`src/source/rv_isa_pkg.sv`:
```
package rv_isa_pkg;

    // Integer register and datapath width (RV32)
    localparam int xlen = 32;

    // ADDI x0, x0, 0
    localparam logic [31:0] instr_nop = 32'h0000_0013;

    // Writeback result source, chosen by decode
    typedef enum logic [2:0] {
        res_alu       = 3'd0,
        res_mem       = 3'd1,
        res_pc_plus4  = 3'd2,
        res_jb_target = 3'd3,
        res_csr       = 3'd4
    } res_src_e;

    // Load and store widths, encoded as the funct3 field
    // Stores only use the signed encodings
    typedef enum logic [2:0] {
        mem_b  = 3'b000,
        mem_h  = 3'b001,
        mem_w  = 3'b010,
        mem_bu = 3'b100,
        mem_hu = 3'b101
    } mem_width_e;

endpackage

```
`src/source/rv_stage_pkg.sv`:
```
package rv_stage_pkg;

    import rv_isa_pkg::*;

    // Bundle handed from EX to MEM
    typedef struct packed {
        logic             reg_write;
        logic             mem_write;
        res_src_e         res_src;
        logic [2:0]       funct3;
        logic [31:0]      instr;
        logic [4:0]       rd;
        // Also the data memory byte address
        logic [xlen-1:0]  alu_result;
        logic [xlen-1:0]  store_data;
        logic [xlen-1:0]  pc_plus4;
        logic [xlen-1:0]  jb_target;
        logic [xlen-1:0]  csr_rdata;
    } ex_mem_t;

    // Bundle handed from MEM to WB
    typedef struct packed {
        logic             reg_write;
        res_src_e         res_src;
        logic [2:0]       funct3;
        logic [31:0]      instr;
        logic [4:0]       rd;
        logic [xlen-1:0]  alu_result;
        // Load data already extended to xlen
        logic [xlen-1:0]  dmem_rdata_ext;
        logic [xlen-1:0]  pc_plus4;
        logic [xlen-1:0]  jb_target;
        logic [xlen-1:0]  csr_rdata;
    } mem_wb_t;

endpackage

```
`src/source/rv_writeback.sv`:
```
module rv_writeback (
    input  rv_stage_pkg::mem_wb_t       wb,
    output logic                        wr_en,
    output logic [4:0]                  wr_addr,
    output logic [rv_isa_pkg::xlen-1:0] wr_data
);

    import rv_isa_pkg::*;

    // The register file drops writes to x0 itself
    assign wr_en   = wb.reg_write;
    assign wr_addr = wb.rd;

    // Result mux
    always_comb begin
        case (wb.res_src)
            res_alu: begin
                wr_data = wb.alu_result;
            end
            res_mem: begin
                wr_data = wb.dmem_rdata_ext;
            end
            // Link address for JAL and JALR
            res_pc_plus4: begin
                wr_data = wb.pc_plus4;
            end
            // auipc style result, target computed in EX
            res_jb_target: begin
                wr_data = wb.jb_target;
            end
            res_csr: begin
                wr_data = wb.csr_rdata;
            end
            default: begin
                wr_data = wb.alu_result;
            end
        endcase
    end

endmodule

```
`config.mk`:
```
export PLATFORM = sky130hd
export DESIGN_NAME = rv_writeback
export DESIGN_NICKNAME = d
export VERILOG_FILES = /design/src/source/rv_isa_pkg.sv /design/src/source/rv_stage_pkg.sv /design/src/source/rv_writeback.sv
export SDC_FILE = /design/constraint.sdc
export NUM_CORES = 1
export LEC_CHECK = 0
export BUFFER_PORTS_ARGS = -buffer_cell sky130_fd_sc_hd__clkbuf_2
export CAP_MARGIN = 20
export CORE_AREA = 4 4 91 93
export DETAILED_ROUTE_END_ITERATION = 8
export DIE_AREA = 0 0 95 97
export GPL_ROUTABILITY_DRIVEN = 0
export PLACE_DENSITY = 0.75
export SLEW_MARGIN = 20
export SYNTH_ARGS = -nofsm -noshare
export SYNTH_HDL_FRONTEND = slang
export SYNTH_SLANG_ARGS = --single-unit
```
`constraint.sdc`:
```
create_clock -name vclk -period 2.08
set_clock_uncertainty 0.15 [all_clocks]
set_input_delay 0.416 -clock vclk [all_inputs]
set_output_delay 0.416 -clock vclk [all_outputs]
set_load 0.02 [all_outputs]
```
Word level (Yosys, flattened, before mapping) --
Cells that the tools add are included.
Operators by class: mux-type cells 1, equal/unequal tests 4
Operator list (number):
- one-hot mux 32 bit (4 select lines) | 1
- == test 3 x 2 -> 1 bit (second input constant) | 2
- == test 3 x 1 -> 1 bit (second input constant) | 1
- == test 3 bit (second input constant) | 1
Word-level totals: input bits 204, logic and storage cells 5, bits in registers 0

Longest topological paths before layout --
depth after elaboration 2, depth in mapped cells 5, mapped depth without buffers 3

Worst setup path after synthesis --
Ideal clock, no wire load.
path kind input port to output port, start point in wb[201] (netlist bit), end point out wr_data[14] (netlist bit), data arrival time 1.371 ns, stages 5, slack 0.143 ns, cell sequence and2_1 > buf_6 > buf_6 > a221o_1 > o22a_1
Between the ends: word-level cells in the longest chain between the ends 2, elaborated cells on any way between the ends 5
RTL lines:
- start: declaration | RTL line rv_writeback.sv:2 | input rv_stage_pkg::mem_wb_t wb,
- == test 3 bit, or another cell as far along | RTL line rv_writeback.sv:16 | case (wb.res_src)
- one-hot mux 32 bit (4 select lines) * | RTL line rv_writeback.sv:16
- end: declaration | RTL line rv_writeback.sv:5 | output logic [rv_isa_pkg::xlen-1:0] wr_data
Every way passes the cells marked *; elsewhere a longest branch is shown, timed or not.

Worst setup path after layout --
start point in wb[200] (netlist bit), end point out wr_data[13] (netlist bit)
Same word-level chain as after synthesis.

==> impl_metrics.csv <==
group,metric,value,unit
run_status,outcome,"finished with violations",
run_status,violations,"setup timing",
setup_path,timing.critical_path.to_type,"primary output",
clock_tree,cts_hold_buf,0,
finish,layoutNonFillerInstCount,524,
placement,place.detailed.hpwl,6.969,mm
setup_path,path_buf_inv,3,
synth,total_number_of_yosys_warnings,0,
setup_path,worstSetupPathType,"in2out",
grt,first_pass_grt_wire_length,13.40,mm
power_and_ir_drop,leakagePower,1.483,nW
detailed_routing,drt-total-wl,8.895,mm
finish,n_sequential_cell,0,
timing,rsz_0062_raised_after_global_routing,"yes",
setup_path,worst-endpoint-arrival,1.61,ns
floorplanning,row_count,32,
power_and_ir_drop,power.density_cell_area,257.3,mW/mm²
timing,setup-violations-final,29,
power_and_ir_drop,switching_share,0.4713,
power_and_ir_drop,power.ir.vdd_worst,0.1211,mV
power_and_ir_drop,p_int,0.4258,mW
power_and_ir_drop,comb_power_share,1.000,
finish,layout-drive-gt1-share,0.5616,
synth,seq_area_frac_synth,0,
detailed_routing,wl_per_cell,16.98,µm
placement,port_buf_inserts,195,
detailed_routing,detailedRoute.firstPassIterationCount,7,
timing,final_period_minus_worst_setup_slack,2.176,ns
timing,layout_worst_path_cycle_share,1.046,
worst_hold_path,min_path_type,"in2out",
setup_path,cp_data_required_time,1.51,ns
timing,final.setup.tns,-0.7682,ns
setup_path,critical-path-slowest-cell,"sky130_fd_sc_hd__a221o_1",
power_and_ir_drop,clock_power_share,0,
floorplanning,dieArea,0.009215,mm²
grt,antenna_violations_before_repair,0,
finish,areaGrowthSynthToFinish,80.00,%
timing,final_hold_viol_count,0,
grt,grt-ovfl-total,0,
grt,first_global_vias,2620,
finish,antenna-diode-count,0,
detailed_routing,vias_per_cell,5.170,
timing,holdWs,0.6820,ns
synth,yosys.cell_types.count,15,
detailed_routing,dr.first_iter.drc_count,117,
power_and_ir_drop,share_seq_of_total_power,0,
floorplanning,die_h,97,µm
setup_path,timing.critical_path.max_delay_family,"compound AO/OA/AOI/OAI gates",
finish,clock_buffers,0,
synth,syn_nets,441,
finish,multi_input_comb_area,0.001541,mm²
finish,filler_cell_count,807,
timing,maxSlewViolCount,0,
timing,clock.fmax,0.4596,GHz
timing,setup_ws,-0.09559,ns
synth,syn_inst,237,
detailed_routing,drt_drc_violations_left,0,
setup_path,critical_path.cell_chain,"clkbuf_16 -> and2_4 -> buf_12 -> a221o_1 -> o22a_1 -> clkbuf_8",
synth,mappedNetlistArea,0.001739,mm²
setup_path,start_kind,"primary input",
timing,tightestPinTransition,0.3916,ns
grt,grt_usage,0.1786,
floorplanning,die_width,95,µm
synth,average_cell_area_after_synthesis,7.338,µm²
floorplanning,ios,242,
floorplanning,core,0.007527,mm²
power_and_ir_drop,switchingPower,0.3796,mW
placement,preCtsSetupSlack,-0.2224,ns
detailed_routing,vias,2709,
power_and_ir_drop,total_power,0.8054,mW
finish,sequential_cell_area,0,µm²
setup_path,peak_fanout_along_the_critical_path,13,
flow_run,maxCapViolations,0,
setup_path,cpPeakStageDelay,0.37,ns
detailed_routing,route.antenna.remaining_nets,0,
finish,design.final.nets,628,
floorplanning,initial_core_utilization,0.2311,
grt,grt_max_degree,36,
placement,placed_cells,517,
timing,relSlewSlack,0.7390,
synthesized netlist by cell type:
cell type | count | share of area
sky130_fd_sc_hd__o21a_4 | 1 | 0.0086
sky130_fd_sc_hd__nand2b_1 | 30 | 0.11
sky130_fd_sc_hd__nor2_2 | 1 | 0.0036
sky130_fd_sc_hd__buf_2 | 9 | 0.026
sky130_fd_sc_hd__clkbuf_1 | 13 | 0.028
sky130_fd_sc_hd__nor3_1 | 1 | 0.0029
sky130_fd_sc_hd__a21oi_1 | 32 | 0.092
sky130_fd_sc_hd__nor2_1 | 1 | 0.0022
sky130_fd_sc_hd__buf_6 | 8 | 0.052
sky130_fd_sc_hd__a221o_1 | 32 | 0.18
sky130_fd_sc_hd__buf_4 | 10 | 0.043
sky130_fd_sc_hd__nand3b_1 | 64 | 0.28
sky130_fd_sc_hd__and2_1 | 1 | 0.0036
sky130_fd_sc_hd__or2b_1 | 2 | 0.0086
sky130_fd_sc_hd__o22a_1 | 32 | 0.16
per-layer routing:
metal  GRT usage  share of wire  up-vias  routed length, µm
met3     0.02488          0.085       16                753
met1      0.2395           0.41     1266               3615
li1            -              -     1306                  -
met5           0              0        -                  0
met4     0.02109          0.017        0                151
met2      0.3086           0.49      121               4374
cell families (layout without fill, tap and decap cells):
group	after synthesis	count (layout)	synth area share
AOI/OAI and AO/OA	97	98	0.4460
and+or+nand+nor	100	100	0.4050
buffers and inverters	40	224	0.1489
cell type report:
class / instances / share of cell area
Multi-Input combinational cell: 198 / 0.4924
Timing Repair Buffer: 224 / 0.4668
Tap cell: 102 / 0.04077
power groups by stage:
stage | Sequential, mW | Clock (mW) | Combinational (mW)
after detailed placement | 0 | 0 | 0.702
after floorplan | 0 | 0 | 0.425
after CTS | 0 | 0 | 0.777
after global routing | 0 | 0 | 0.867
final | 0 | 0 | 0.805
after global placement | 0 | 0 | 0.690
what timing repair did:
item / CTS / global route
gates cloned: 2 / 0
pin swaps: 9 / 6
buffers inserted: 4 / 1
resized for setup: 43 / 31
endpoints found under the setup margin: 32 / 32
through the flow:
stage | util | instance area [µm²]
6_report | 0.4159 | 3131
4_1_cts | 0.4051 | 3049
5_1_grt | 0.4159 | 3131
2_1_floorplan | - | 1739
3_5_place_dp | 0.3715 | 2796
3_3_place_gp | 0.3715 | 2796
worst paths after layout:
check	depth (start not counted)	slack, ns	end	startpoint
setup / recovery	6	-0.1	wr_data[13]	wb[200]
hold / removal	0	0.68	wr_addr[0]	wb[160]
cell usage in the layout, fill, tap and decap left out, types with 3 or more instances in the layout:
cell type / Yosys / routed
sky130_fd_sc_hd__a21oi_1: 32 / 25
sky130_fd_sc_hd__a21oi_2: 0 / 7
sky130_fd_sc_hd__a221o_1: 32 / 32
sky130_fd_sc_hd__buf_12: 0 / 5
sky130_fd_sc_hd__buf_2: 9 / 3
sky130_fd_sc_hd__buf_4: 10 / 15
sky130_fd_sc_hd__buf_6: 8 / 12
sky130_fd_sc_hd__clkbuf_2: 0 / 176
sky130_fd_sc_hd__clkbuf_8: 0 / 8
sky130_fd_sc_hd__nand2b_1: 30 / 30
sky130_fd_sc_hd__nand3b_1: 64 / 64
sky130_fd_sc_hd__o22a_1: 32 / 32
Note: power is estimated with default switching activity, not from simulation.
